--- config.mk ---
export PLATFORM = sky130hd
export DESIGN_NAME = sddac_interp_top
export DESIGN_NICKNAME = d
export VERILOG_FILES = /design/src/sddac_pkg.sv /design/src/dp_ram.sv /design/src/dsp_mac.sv /design/src/fir_interp_8x.sv /design/src/sddac_interp_top.sv /design/src/sddac_regs.sv
export VERILOG_INCLUDE_DIRS = /design/src /design/src/src
export SDC_FILE = /design/constraint.sdc
export NUM_CORES = 2
export LEC_CHECK = 0
export BUFFER_PORTS_ARGS = -buffer_cell sky130_fd_sc_hd__buf_2
export CORE_ASPECT_RATIO = 0.9
export CORE_UTILIZATION = 59
export CTS_CLUSTER_DIAMETER = 200
export CTS_CLUSTER_SIZE = 24
export DETAILED_ROUTE_END_ITERATION = 16
export GPL_TIMING_DRIVEN = 0
export PLACE_DENSITY = 0.79
export SETUP_SLACK_MARGIN = 0.5
export SYNTH_ARGS = -nofsm -noshare
export SYNTH_HDL_FRONTEND = slang
export SYNTH_SLANG_ARGS = --single-unit
--- constraint.sdc ---
create_clock -name clk -period 7.8 [get_ports clk]
set_clock_uncertainty 0.1 [all_clocks]
set_input_delay 1.17 -clock clk [delete_from_list [all_inputs] [get_ports clk]]
set_output_delay 1.17 -clock clk [all_outputs]
set_load 0.005 [all_outputs]
--- src/sddac_cfg.svh ---
// Configuration for the stereo interpolation DAC front end
// Widths, filter geometry and APB register map

`ifndef SDDAC_CFG_SVH
`define SDDAC_CFG_SVH

// Datapath widths
`define SDDAC_SAMPLE_W 18
`define SDDAC_ACC_W 48

// Polyphase geometry, 8 phases of 7 taps
`define SDDAC_TAPS 7
`define SDDAC_PHASES 8
`define SDDAC_OUT_LSB 16

// APB register map
`define SDDAC_APB_AW 4
`define SDDAC_REG_CTRL 4'h0
`define SDDAC_REG_STATUS 4'h4
`define SDDAC_REG_COUNT 4'h8

`endif

--- src/sddac_pkg.sv ---
// Shared types for the stereo interpolation DAC front end

`include "sddac_cfg.svh"

package sddac_pkg;

    // Audio sample or filter coefficient
    typedef logic signed [`SDDAC_SAMPLE_W-1:0] sample_t;
    typedef logic signed [`SDDAC_ACC_W-1:0] acc_t;
    typedef logic [31:0] apb_data_t;

    typedef enum logic [1:0] {
        NOP,
        MULT,
        MACC
    } dsp_op_e;

    typedef enum logic [2:0] {
        INIT,
        WAIT_IN,
        LOAD,
        MAC,
        NEXT_PHASE,
        DRAIN,
        RESULT
    } fir_state_e;

endpackage

--- src/dp_ram.sv ---
// Simple dual-port RAM
// One synchronous write port, one read port with registered output

`timescale 1ns/1ps

module dp_ram #(
    parameter int DATA_W = 36,
    parameter int DEPTH  = 7
) (
    input  logic                     clk,
    input  logic                     wr,
    input  logic [$clog2(DEPTH)-1:0] wr_addr,
    input  logic [DATA_W-1:0]        wr_data,
    input  logic                     rd,
    input  logic [$clog2(DEPTH)-1:0] rd_addr,
    output logic [DATA_W-1:0]        rd_data
);

    logic [DATA_W-1:0] mem [DEPTH];

    always_ff @(posedge clk) begin
        if (wr) begin
            mem[wr_addr] <= wr_data;
        end
        // Read data holds while rd is low
        if (rd) begin
            rd_data <= mem[rd_addr];
        end
    end

endmodule

--- src/dsp_mac.sv ---
// Multiply-accumulate slice shaped like a DSP block
// Stage 1 registers operands and opcode, stage 2 updates the accumulator

`timescale 1ns/1ps

module dsp_mac (
    input  logic               clk,
    input  logic               reset,
    input  sddac_pkg::dsp_op_e op,
    input  sddac_pkg::sample_t a,
    input  sddac_pkg::sample_t b,
    output sddac_pkg::acc_t    p
);

    sddac_pkg::dsp_op_e op_q;
    sddac_pkg::sample_t a_q;
    sddac_pkg::sample_t b_q;
    sddac_pkg::acc_t    prod;

    // Input registers
    always_ff @(posedge clk or posedge reset) begin
        if (reset) begin
            op_q <= sddac_pkg::NOP;
        end else begin
            op_q <= op;
        end
    end

    always_ff @(posedge clk) begin
        a_q <= a;
        b_q <= b;
    end

    // Sign extended to accumulator width
    assign prod = a_q * b_q;

    always_ff @(posedge clk or posedge reset) begin
        if (reset) begin
            p <= '0;
        end else begin
            case (op_q)
                sddac_pkg::MULT: p <= prod;
                sddac_pkg::MACC: p <= p + prod;
                default:         p <= p;
            endcase
        end
    end

endmodule

--- src/fir_interp_8x.sv ---
// Polyphase 8x interpolating FIR, 8 phases of 7 taps, stereo
// Sequencer drives a shared delay line and two external MAC slices

`timescale 1ns/1ps

`include "sddac_cfg.svh"

module fir_interp_8x (
    input  logic               clk,
    input  logic               reset,
    input  logic               enable,
    input  logic               mute,
    input  logic [1:0]         gain_shift,
    input  logic               in_valid,
    input  sddac_pkg::sample_t in_l,
    input  sddac_pkg::sample_t in_r,
    output logic               out_valid,
    output sddac_pkg::sample_t out_l,
    output sddac_pkg::sample_t out_r,
    output logic               done,
    output logic               in_accept,
    output logic               overrun,
    output sddac_pkg::dsp_op_e dsp_op,
    output sddac_pkg::sample_t dsp_a,
    output sddac_pkg::sample_t dsp_b_l,
    output sddac_pkg::sample_t dsp_b_r,
    input  sddac_pkg::acc_t    dsp_p_l,
    input  sddac_pkg::acc_t    dsp_p_r
);

    localparam int TAPS   = `SDDAC_TAPS;
    localparam int PHASES = `SDDAC_PHASES;
    localparam int IDX_W  = $clog2(TAPS);
    localparam int PH_W   = $clog2(PHASES);
    localparam int NCOEF  = TAPS * PHASES;
    localparam int HALF   = NCOEF / 2;
    localparam int CIDX_W = $clog2(NCOEF);
    localparam int HIDX_W = $clog2(HALF);
    localparam int LINE_W = 2 * `SDDAC_SAMPLE_W;

    localparam sddac_pkg::acc_t SAT_MAX = sddac_pkg::acc_t'((1 << (`SDDAC_SAMPLE_W - 1)) - 1);
    localparam sddac_pkg::acc_t SAT_MIN = -SAT_MAX - 1;

    // First half of the symmetric prototype, c[k] == c[55-k]
    localparam sddac_pkg::sample_t COEF_HALF [HALF] = '{
        18'h3FFF4, 18'h3FFF0, 18'h3FFFE, 18'h00031,
        18'h00098, 18'h00138, 18'h00201, 18'h002C3,
        18'h0032F, 18'h002DC, 18'h0015F, 18'h3FE65,
        18'h3F9DC, 18'h3F417, 18'h3EDE7, 18'h3E89D,
        18'h3E5F2, 18'h3E7CE, 18'h3EFF9, 18'h3FFB9,
        18'h01781, 18'h036A8, 18'h05B56, 18'h082A2,
        18'h0A8DF, 18'h0CA17, 18'h0E2A1, 18'h0EFAA
    };

    sddac_pkg::fir_state_e state;
    sddac_pkg::fir_state_e state_nxt;

    logic [IDX_W-1:0]   rep_cnt;
    logic               rep_last;
    logic [IDX_W-1:0]   i_idx;
    logic [PH_W-1:0]    j_idx;
    logic               last_phase;
    logic [IDX_W-1:0]   ix;
    logic [IDX_W-1:0]   head;
    logic               take;
    sddac_pkg::sample_t in_l_q;
    sddac_pkg::sample_t in_r_q;

    logic               line_wr;
    logic [LINE_W-1:0]  line_wr_data;
    logic               line_rd;
    logic [LINE_W-1:0]  line_rd_data;

    logic [CIDX_W-1:0]  coef_idx;
    logic [CIDX_W-1:0]  coef_mirror;
    sddac_pkg::sample_t coef;

    // Arithmetic shift, then clamp to the sample range
    function automatic sddac_pkg::sample_t scale_out(input sddac_pkg::acc_t acc,
                                                     input logic [1:0] shift);
        sddac_pkg::acc_t shifted;
        shifted = acc >>> (`SDDAC_OUT_LSB - shift);
        if (shifted > SAT_MAX) begin
            return sddac_pkg::sample_t'(SAT_MAX);
        end else if (shifted < SAT_MIN) begin
            return sddac_pkg::sample_t'(SAT_MIN);
        end
        return sddac_pkg::sample_t'(shifted);
    endfunction

    // --------------------
    // Sequencer
    // --------------------
    assign take       = in_valid && enable && (state == sddac_pkg::WAIT_IN);
    assign rep_last   = (rep_cnt == IDX_W'(TAPS - 1));
    assign last_phase = (j_idx == PH_W'(PHASES - 1));

    always_comb begin
        state_nxt = state;
        case (state)
            sddac_pkg::INIT:       if (rep_last) state_nxt = sddac_pkg::WAIT_IN;
            sddac_pkg::WAIT_IN:    if (take) state_nxt = sddac_pkg::LOAD;
            sddac_pkg::LOAD:       state_nxt = sddac_pkg::MAC;
            sddac_pkg::MAC:        if (rep_last) state_nxt = sddac_pkg::NEXT_PHASE;
            sddac_pkg::NEXT_PHASE: state_nxt = sddac_pkg::DRAIN;
            sddac_pkg::DRAIN:      state_nxt = sddac_pkg::RESULT;
            sddac_pkg::RESULT: begin
                state_nxt = last_phase ? sddac_pkg::WAIT_IN : sddac_pkg::MAC;
            end
            default:               state_nxt = sddac_pkg::INIT;
        endcase
    end

    always_ff @(posedge clk or posedge reset) begin
        if (reset) begin
            state   <= sddac_pkg::INIT;
            rep_cnt <= '0;
            i_idx   <= '0;
            j_idx   <= '0;
            ix      <= '0;
            head    <= '0;
        end else begin
            state <= state_nxt;
            // Repeat counter only runs in the 7-cycle states
            if ((state == sddac_pkg::INIT || state == sddac_pkg::MAC) && !rep_last) begin
                rep_cnt <= rep_cnt + 1'b1;
            end else begin
                rep_cnt <= '0;
            end
            if (line_wr) begin
                head <= (head == '0) ? IDX_W'(TAPS - 1) : head - 1'b1;
            end
            case (state)
                sddac_pkg::LOAD: begin
                    i_idx <= '0;
                    j_idx <= '0;
                    ix    <= head;
                end
                sddac_pkg::MAC: begin
                    i_idx <= i_idx + 1'b1;
                    // 7 steps bring ix back to the head for the next phase
                    ix    <= (ix == IDX_W'(TAPS - 1)) ? '0 : ix + 1'b1;
                end
                sddac_pkg::NEXT_PHASE: i_idx <= '0;
                sddac_pkg::RESULT:     if (!last_phase) j_idx <= j_idx + 1'b1;
                default: ;
            endcase
        end
    end

    always_ff @(posedge clk) begin
        if (take) begin
            in_l_q <= in_l;
            in_r_q <= in_r;
        end
    end

    // --------------------
    // Delay line
    // --------------------
    assign line_wr      = (state == sddac_pkg::INIT) || (state == sddac_pkg::LOAD);
    assign line_wr_data = (state == sddac_pkg::INIT) ? '0 : {in_l_q, in_r_q};
    assign line_rd      = (state == sddac_pkg::MAC);

    dp_ram #(
        .DATA_W (LINE_W),
        .DEPTH  (TAPS)
    ) delay_line (
        .clk     (clk),
        .wr      (line_wr),
        .wr_addr (head),
        .wr_data (line_wr_data),
        .rd      (line_rd),
        .rd_addr (ix),
        .rd_data (line_rd_data)
    );

    // --------------------
    // Coefficients and MAC drive
    // --------------------
    assign coef_idx    = CIDX_W'(j_idx) * CIDX_W'(TAPS) + CIDX_W'(i_idx);
    assign coef_mirror = CIDX_W'(NCOEF - 1) - coef_idx;
    assign coef        = (coef_idx < CIDX_W'(HALF)) ? COEF_HALF[coef_idx[HIDX_W-1:0]]
                                                    : COEF_HALF[coef_mirror[HIDX_W-1:0]];

    // Op and coefficient delayed one cycle to line up with the RAM read
    always_ff @(posedge clk or posedge reset) begin
        if (reset) begin
            dsp_op <= sddac_pkg::NOP;
        end else if (state == sddac_pkg::MAC) begin
            dsp_op <= (i_idx == '0) ? sddac_pkg::MULT : sddac_pkg::MACC;
        end else begin
            dsp_op <= sddac_pkg::NOP;
        end
    end

    always_ff @(posedge clk) begin
        if (state == sddac_pkg::MAC) begin
            dsp_a <= coef;
        end
    end

    assign dsp_b_l = line_rd_data[LINE_W-1:`SDDAC_SAMPLE_W];
    assign dsp_b_r = line_rd_data[`SDDAC_SAMPLE_W-1:0];

    // --------------------
    // Outputs and status pulses
    // --------------------
    always_ff @(posedge clk or posedge reset) begin
        if (reset) begin
            out_valid <= 1'b0;
            done      <= 1'b0;
            in_accept <= 1'b0;
            overrun   <= 1'b0;
        end else begin
            out_valid <= (state == sddac_pkg::RESULT);
            done      <= (state == sddac_pkg::RESULT) && last_phase;
            in_accept <= take;
            overrun   <= in_valid && enable && (state != sddac_pkg::WAIT_IN);
        end
    end

    always_ff @(posedge clk) begin
        if (state == sddac_pkg::RESULT) begin
            out_l <= mute ? '0 : scale_out(dsp_p_l, gain_shift);
            out_r <= mute ? '0 : scale_out(dsp_p_r, gain_shift);
        end
    end

endmodule

--- src/sddac_interp_top.sv ---
// Interpolation front end of the stereo sigma-delta DAC
// APB registers, polyphase FIR and one MAC slice per channel

`timescale 1ns/1ps

`include "sddac_cfg.svh"

module sddac_interp_top (
    input  logic                     clk,
    input  logic                     reset,
    input  logic                     psel,
    input  logic                     penable,
    input  logic                     pwrite,
    input  logic [`SDDAC_APB_AW-1:0] paddr,
    input  sddac_pkg::apb_data_t     pwdata,
    output sddac_pkg::apb_data_t     prdata,
    input  logic                     in_valid,
    input  sddac_pkg::sample_t       in_l,
    input  sddac_pkg::sample_t       in_r,
    output logic                     out_valid,
    output sddac_pkg::sample_t       out_l,
    output sddac_pkg::sample_t       out_r,
    output logic                     done
);

    logic               enable;
    logic               mute;
    logic [1:0]         gain_shift;
    logic               in_accept;
    logic               overrun;
    sddac_pkg::dsp_op_e dsp_op;
    sddac_pkg::sample_t dsp_a;
    sddac_pkg::sample_t dsp_b_l;
    sddac_pkg::sample_t dsp_b_r;
    sddac_pkg::acc_t    dsp_p_l;
    sddac_pkg::acc_t    dsp_p_r;

    sddac_regs sddac_regs_inst (
        .clk        (clk),
        .reset      (reset),
        .psel       (psel),
        .penable    (penable),
        .pwrite     (pwrite),
        .paddr      (paddr),
        .pwdata     (pwdata),
        .prdata     (prdata),
        .enable     (enable),
        .mute       (mute),
        .gain_shift (gain_shift),
        .in_accept  (in_accept),
        .overrun    (overrun)
    );

    fir_interp_8x fir_interp_8x_inst (
        .clk        (clk),
        .reset      (reset),
        .enable     (enable),
        .mute       (mute),
        .gain_shift (gain_shift),
        .in_valid   (in_valid),
        .in_l       (in_l),
        .in_r       (in_r),
        .out_valid  (out_valid),
        .out_l      (out_l),
        .out_r      (out_r),
        .done       (done),
        .in_accept  (in_accept),
        .overrun    (overrun),
        .dsp_op     (dsp_op),
        .dsp_a      (dsp_a),
        .dsp_b_l    (dsp_b_l),
        .dsp_b_r    (dsp_b_r),
        .dsp_p_l    (dsp_p_l),
        .dsp_p_r    (dsp_p_r)
    );

    // Both slices share opcode and coefficient
    dsp_mac mac_l (
        .clk   (clk),
        .reset (reset),
        .op    (dsp_op),
        .a     (dsp_a),
        .b     (dsp_b_l),
        .p     (dsp_p_l)
    );

    dsp_mac mac_r (
        .clk   (clk),
        .reset (reset),
        .op    (dsp_op),
        .a     (dsp_a),
        .b     (dsp_b_r),
        .p     (dsp_p_r)
    );

endmodule

--- src/sddac_regs.sv ---
// APB register block for the interpolator
// CTRL steers the filter, STATUS holds a sticky overrun flag,
// COUNT tallies accepted input samples

`timescale 1ns/1ps

`include "sddac_cfg.svh"

module sddac_regs (
    input  logic                     clk,
    input  logic                     reset,
    input  logic                     psel,
    input  logic                     penable,
    input  logic                     pwrite,
    input  logic [`SDDAC_APB_AW-1:0] paddr,
    input  sddac_pkg::apb_data_t     pwdata,
    output sddac_pkg::apb_data_t     prdata,
    output logic                     enable,
    output logic                     mute,
    output logic [1:0]               gain_shift,
    input  logic                     in_accept,
    input  logic                     overrun
);

    logic        wr_en;
    logic        ovr_flag;
    logic [15:0] sample_cnt;

    // Access phase write, no wait states
    assign wr_en = psel && penable && pwrite;

    // --------------------
    // CTRL
    // --------------------
    always_ff @(posedge clk or posedge reset) begin
        if (reset) begin
            enable     <= 1'b0;
            mute       <= 1'b0;
            gain_shift <= 2'b00;
        end else if (wr_en && paddr == `SDDAC_REG_CTRL) begin
            enable     <= pwdata[0];
            mute       <= pwdata[1];
            gain_shift <= pwdata[3:2];
        end
    end

    // --------------------
    // STATUS and COUNT
    // --------------------
    // New overrun wins over a clear in the same cycle
    always_ff @(posedge clk or posedge reset) begin
        if (reset) begin
            ovr_flag <= 1'b0;
        end else if (overrun) begin
            ovr_flag <= 1'b1;
        end else if (wr_en && paddr == `SDDAC_REG_STATUS && pwdata[0]) begin
            ovr_flag <= 1'b0;
        end
    end

    always_ff @(posedge clk or posedge reset) begin
        if (reset) begin
            sample_cnt <= '0;
        end else if (in_accept) begin
            sample_cnt <= sample_cnt + 1'b1;
        end
    end

    // Read mux, unmapped reads return zero
    always_comb begin
        prdata = '0;
        if (psel && !pwrite) begin
            case (paddr)
                `SDDAC_REG_CTRL:   prdata = {28'd0, gain_shift, mute, enable};
                `SDDAC_REG_STATUS: prdata = {31'd0, ovr_flag};
                `SDDAC_REG_COUNT:  prdata = {16'd0, sample_cnt};
                default:           prdata = '0;
            endcase
        end
    end

endmodule

# Word-level counts from Yosys, hierarchy flattened
# Memories as Yosys holds them, arrays and structs flattened. A register that Yosys moved wholly into a read port is not among the register bits.
# Index checks and enable logic that the tools add are counted.
dict set report totals {
  register_bits 287
  mem_count 3
  word_cells 140
  output_inout_bits 70
  in_bits 78
  ram_bits 252
  rom_bits 1152
}
dict set report classes {
  order_cmp 7
  multipliers 3
  n_eq_ne 18
  reduce_logical 27
  n_mux 40
  n_addsub 11
  shift 2
  bitwise 2
}
# name depth width read_ports rd_clocked_by_memory_dff write_ports line
set mem_list {}
lappend mem_list {{(no name shown)} 32 18 1 0 0 fir_interp_8x.sv:184} ;# : COEF_HALF[coef_mirror[HIDX_W-1:0]];
lappend mem_list {{(no name shown)} 32 18 1 0 0 fir_interp_8x.sv:183} ;# assign coef = (coef_idx < CIDX_W'(HALF)) ? COEF_HALF[coef_idx[HIDX_W-1:0]]
lappend mem_list {fir_interp_8x_inst.delay_line.mem 7 36 1 1 1 dp_ram.sv:19} ;# logic [DATA_W-1:0] mem [DEPTH];
# cell n
set ops {}
lappend ops {{$mux 18} 11}
lappend ops {{$pmux 48 s2} 2}
lappend ops {{$add 48x48->48} 2}
lappend ops {{$gt 48x18->1 const B} 2}
lappend ops {{$lt 48x18->1 const B} 2}
lappend ops {{$sshr 48x32->48} 2}
lappend ops {{$mul 18x18->36} 2}
lappend ops {{$pmux 16 s3} 1}
lappend ops {{$mux 36} 1}
lappend ops {{$mux 32} 1}
lappend ops {{$mux 3} 7}
lappend ops {{$pmux 3 s7} 1}
lappend ops {{$eq 3x3->1 const B} 6}
lappend ops {{$pmux 3 s2} 3}
lappend ops {{$add 16x1->16 const B} 1}
lappend ops {{$add 3x1->3 const B} 4}
lappend ops {{$ge 6x6->1 const B} 2}
lappend ops {{$not 5->6} 2}
lappend ops {{$logic_and 1x1->1} 11}
lappend ops {{$mux 1} 10}
lappend ops {{$reduce_bool 2->1} 5}
lappend ops {{$logic_not 3->1} 3}
lappend ops {{$add 6x3->6} 1}
lappend ops {{$eq 3x2->1 const B} 2}
lappend ops {{20 further kinds} 26}

# Depth between registers and ports, before layout
dict set report logic_depth {
  ltp_word 8
  mapped_depth 38
  mapped_depth_nobuf 35
}

# Modules after synthesis
# A second synthesis with hierarchy kept.
dict set report hier_totals {
  hier_cells 5507
  area_unflattened_um2 56948.4
}
# module n_inst seq_area_each_um2 cells_each area_each_um2
set modules_own_cells {}
lappend modules_own_cells {{dsp_mac at mac_l} 1 1971.9 1947 17523.1}
lappend modules_own_cells {{dsp_mac at mac_r} 1 1971.9 1942 17504.3}
lappend modules_own_cells {dp_ram 1 8648.3 550 11324.6}
lappend modules_own_cells {fir_interp_8x 1 3273.1 950 9359.0}
lappend modules_own_cells {sddac_regs 1 525.5 118 1237.4}

# Worst setup path after synthesis
# No wires, ideal clock.
dict set report synth_timing {
  path_kind {register -> register}
  start {register, netlist name mac_r.a_q[10]}
  end {register mac_l.p[45]}
  slack_ns -0.463
  t_required_ns 7.596
  setup_ns 0.104
  period_less_slack_ns 8.263
  arrival_time_ns 8.059
  stages_incl_launch_ff 33
  path_buffers 2
  path_cell_list {dfxtp_1 > clkbuf_1 > clkbuf_1 > nand2_1 > fa_1 > fa_1 > fa_1 > fa_1 > inv_1 > fa_1 > inv_1 > fa_1 > inv_1 > ha_1 > a21o_1 > a31oi_1 > a21boi_1 > o31a_1 > o31ai_2 > a21oi_1 > a21o_1 > a311oi_4 > inv_2 > ha_1 > nand3_1 > nor2_1 > a21oi_1 > a21oi_2 > nor4bb_2 > nor3_1 > nor3_1 > xor2_1 > o311ai_1}
}
# element line
set synth_lines {}
lappend synth_lines {{end signal: assignment} dsp_mac.sv:42} ;# sddac_pkg::MULT: p <= prod;
lappend synth_lines {{end signal: assignment} dsp_mac.sv:43} ;# sddac_pkg::MACC: p <= p + prod;
lappend synth_lines {{end signal: assignment} dsp_mac.sv:44} ;# default: p <= p;
lappend synth_lines {{end: declaration} dsp_mac.sv:12} ;# output sddac_pkg::acc_t p

==> flow_summary.toml <==
[synth]
synth_top_cell_area_share_pct = 23.9
synthMuxAreaShare_pct = 6.57
synth-async-reset-ratio_pct = 25.0
synth_fa_ha_area_share_pct = 31.2
synth_xor_area_share_pct = 2.93
yosys_warnings = 0
synth_enable_flop_cells = 377
postSynthAreaPerCell_um2 = 10.3
synth_top_area_cell = "fa_1"
ys_seq_area_share_pct = 29.7
syn-cell-area_um2 = 53700
synth_compound_area_share_pct = 9.90
synth_flop_cell = "edfxtp_1"
synth.distinct_cells = 97
netlist_instances = 5196
ys_seq_elements = 573
synth_top_family_by_area = "adder cells"
synth.top_cells.by_area = "fa_1 24%, edfxtp_1 21%, ha_1 7.2%, dfrtp_1 6.7%, inv_1 5.4%"
synthSimpleGateAreaFrac_pct = 12.2

[clock_network]
ctsHoldBuffers = 0
clk_pin_slew_ns = 0.12
cts_tree = "yes"
numClockSinks = 573
root_buffer = "clkbuf_16"
clk_latency_ns = 0.64
cts_buffers = 28
cts_buffer_depth = 3
htreeDepth = 1

[global_routing]
grt_pass1_vias = 41200
grt_pass1_wl_mm = 244
grt_antenna_before_repair = 6
gr-total-overflow = 0
grt_max_degree = 78
groute.usage.overall_pct = 35.0

[routing]
via_per_inst = 6.07
firstDrtPassIters = 6
num_vias = 40800
antenna_left = 0
wl_per_cell_um = 24.1
wirelength_mm = 162
post-route-drc-count = 0
drt-initial-drc-count = 4385

[worst_hold_path]
hold_path_startpoint = "fir_interp_8x_inst.delay_line.rd_data[2]"
hold_class = "reg -> reg"

[timing]
worstMarginPinSlew_ns = 1.35
finalSetupViolations = 50
slew_violations = 0
rsz0062_at_grt = "yes"
layout_min_cycle_time_ns = 8.78
clock.fmax_ghz = 0.114
relSlewSlack_pct = 9.62
hold_ws_ns = 0.230
fin_crit_sh_pct = 113
fin_tns_setup_ns = -25.83
hold_viol = 0
setup_slack_ns = -0.978

[run_status]
violations = "setup timing"
status = "finished with violations"

[critical_path]
crit_required_ns = 8.26
cp_max_fo = 5
arrival_ns = 9.23
cp-start-kind = "flop"
cp_slowest_stage_delay_ns = 0.59
cp_common_cell = "fa_1"
crit_slowest_cell = "fa_2"
crit_type = "reg -> reg"
crit_start = "mac_r.a_q[7]"
r2r_start = "mac_r.a_q[7]"
cp-end-kind = "flop"

[placed_design]
io_buffers = 102
place_ws_ns = -2.07
dp_hpwl_mm = 121
place_congestion = 1.01

[floorplanning]
io_pins = 148
die_width_um = 320
num_rows = 104
start_util_pct = 59.8
dieHeight_um = 288
dieArea_um2 = 92300
coreArea_um2 = 89800

[run]
maxCapViolCount = 0

[pwr]
p_per_area_nw_per_um2 = 88.8
p_leak_nw = 26.7
peakVddDrop_v = 0.000215
power.total_w = 0.00541

[layout]
final_layout_size_suffix_gt1_share_pct = 17.1
syn_to_final_growth_pct = 13.4
nets = 6550
[cell families (layout without fill, tap and decap cells)]
kind of cell	Yosys count	after routing
AND/OR/NAND/NOR	1343	1343
buffers and inverters	1048	1378
adder cells (fa/ha/maj)	953	953
AO/OA/AOI/OAI	832	832
flip-flops	573	573
multiplexers	266	266
XOR/XNOR	180	180
other	1	20
[final timing paths]
kind	end	slack, ns	cells past startpoint
worst min register to register	mac_r.b_q[2]	0.23	0
worst max register to register	mac_l.p[46]	-0.98	37
min in group asynchronous	sddac_regs_inst.sample_cnt[6]	0.56	2
worst min-delay path	mac_r.b_q[2]	0.23	0
max in group asynchronous	mac_l.p[3]	6.20	3
worst max-delay path	mac_l.p[46]	-0.98	37
[stage by stage]
stage / cells / utilization (%) / area (um2)
finish: 6711 / 67.8 / 60900
global route: 6709 / 67.8 / 60900
CTS: 6633 / 66.3 / 59500
detailed placement: 6501 / 63.2 / 56700
global placement: 6479 / 62.8 / 56400
floorplan: 5211 / - / 54400
[synthesized netlist by cell type, drive strengths merged, types with 64 or more instances]
| master | count |
|---|---|
| and2 | 329 |
| dfrtp | 143 |
| fa | 642 |
| a21o | 72 |
| ha | 311 |
| nand2 | 546 |
| xnor2 | 119 |
| mux2 | 64 |
| o21ai | 239 |
| a21oi | 251 |
| clkbuf | 222 |
| nor2 | 198 |
| mux2i | 139 |
| inv | 771 |
| edfxtp | 377 |
[flip-flops by register name, indices dropped and copies added (netlist names), 16 cells and up]
register / flops
fir_interp_8x_inst.delay_line.mem: 252
fir_interp_8x_inst.delay_line.rd_data: 36
fir_interp_8x_inst.dsp_a: 17
fir_interp_8x_inst.in_l_q: 18
fir_interp_8x_inst.in_r_q: 18
fir_interp_8x_inst.out_l: 18
fir_interp_8x_inst.out_r: 18
mac_l.b_q: 18
mac_l.p: 48
mac_r.a_q: 17
mac_r.b_q: 18
mac_r.p: 48
sddac_regs_inst.sample_cnt: 16
[timing repair]
action,in CTS,in global routing
gates resized for setup,331,230
buffers inserted,79,73
pin swaps,112,129
endpoints found under the setup margin,72,66
cloned,1,1
[routing by layer]
metal | share of wire, % | vias up | track usage [%]
met5 | 0.0068 | - | 0
met4 | 5.3 | 2 | 15.4
met3 | 9.9 | 469 | 7.24
met2 | 46 | 2089 | 55.5
met1 | 39 | 20400 | 46.8
li1 | - | 17800 | -
[final cells by class]
type / count / area [um2]
antenna: 4 / 10.0
buffer: 277 / 2180
clock buffer: 50 / 805
clock inverter: 2 / 31.3
fill: 6626 / 28900
inverter: 771 / 2910
multi-input combinational: 3590 / 35400
sequential: 573 / 16100
tap: 1166 / 1460
timing repair buffer: 278 / 2090
[worst max-delay path: cells and delay by family (launching register included)]
family / cells / cell delay (ns)
AO/OA/AOI/OAI: 16 / 3.15
XOR/XNOR: 2 / 0.27
adder cells (fa/ha/maj): 8 / 3.65
buffers and inverters: 8 / 0.80
flip-flops: 1 / 0.38
AND/OR/NAND/NOR: 3 / 0.34
[where the power goes]
part,internal [W],switching [W]
logic,0.000192,0.000283
registers,0.00321,0.00000653
clock network,0.000714,0.00101
total,0.00411,0.00130
[cell usage in the layout (no fill, tap or decap), types with 20 or more instances in the layout]
cell,n
nor2b_1,63
and2_1,315
a21oi_2,55
a21o_1,72
inv_2,27
nand2b_1,21
nand3_1,40
xor2_1,56
fa_1,622
o21bai_1,26
o21ai_0,188
fa_2,20
mux2_2,64
a211oi_1,37
o21ai_1,36
clkbuf_1,129
inv_1,741
nor2_1,172
ha_4,33
dfrtp_1,143
a31oi_1,26
buf_2,116
ha_1,271
xnor2_1,100
edfxtp_1,377
clkbuf_16,54
buf_6,34
nand4_1,33
nand2_1,540
mux2i_1,139
dfxtp_4,23
mux4_2,63
a21oi_1,192
clkbuf_4,30
buf_4,160
nor3_1,28
buf_1,23
Power figures use the tool's default switching activity.
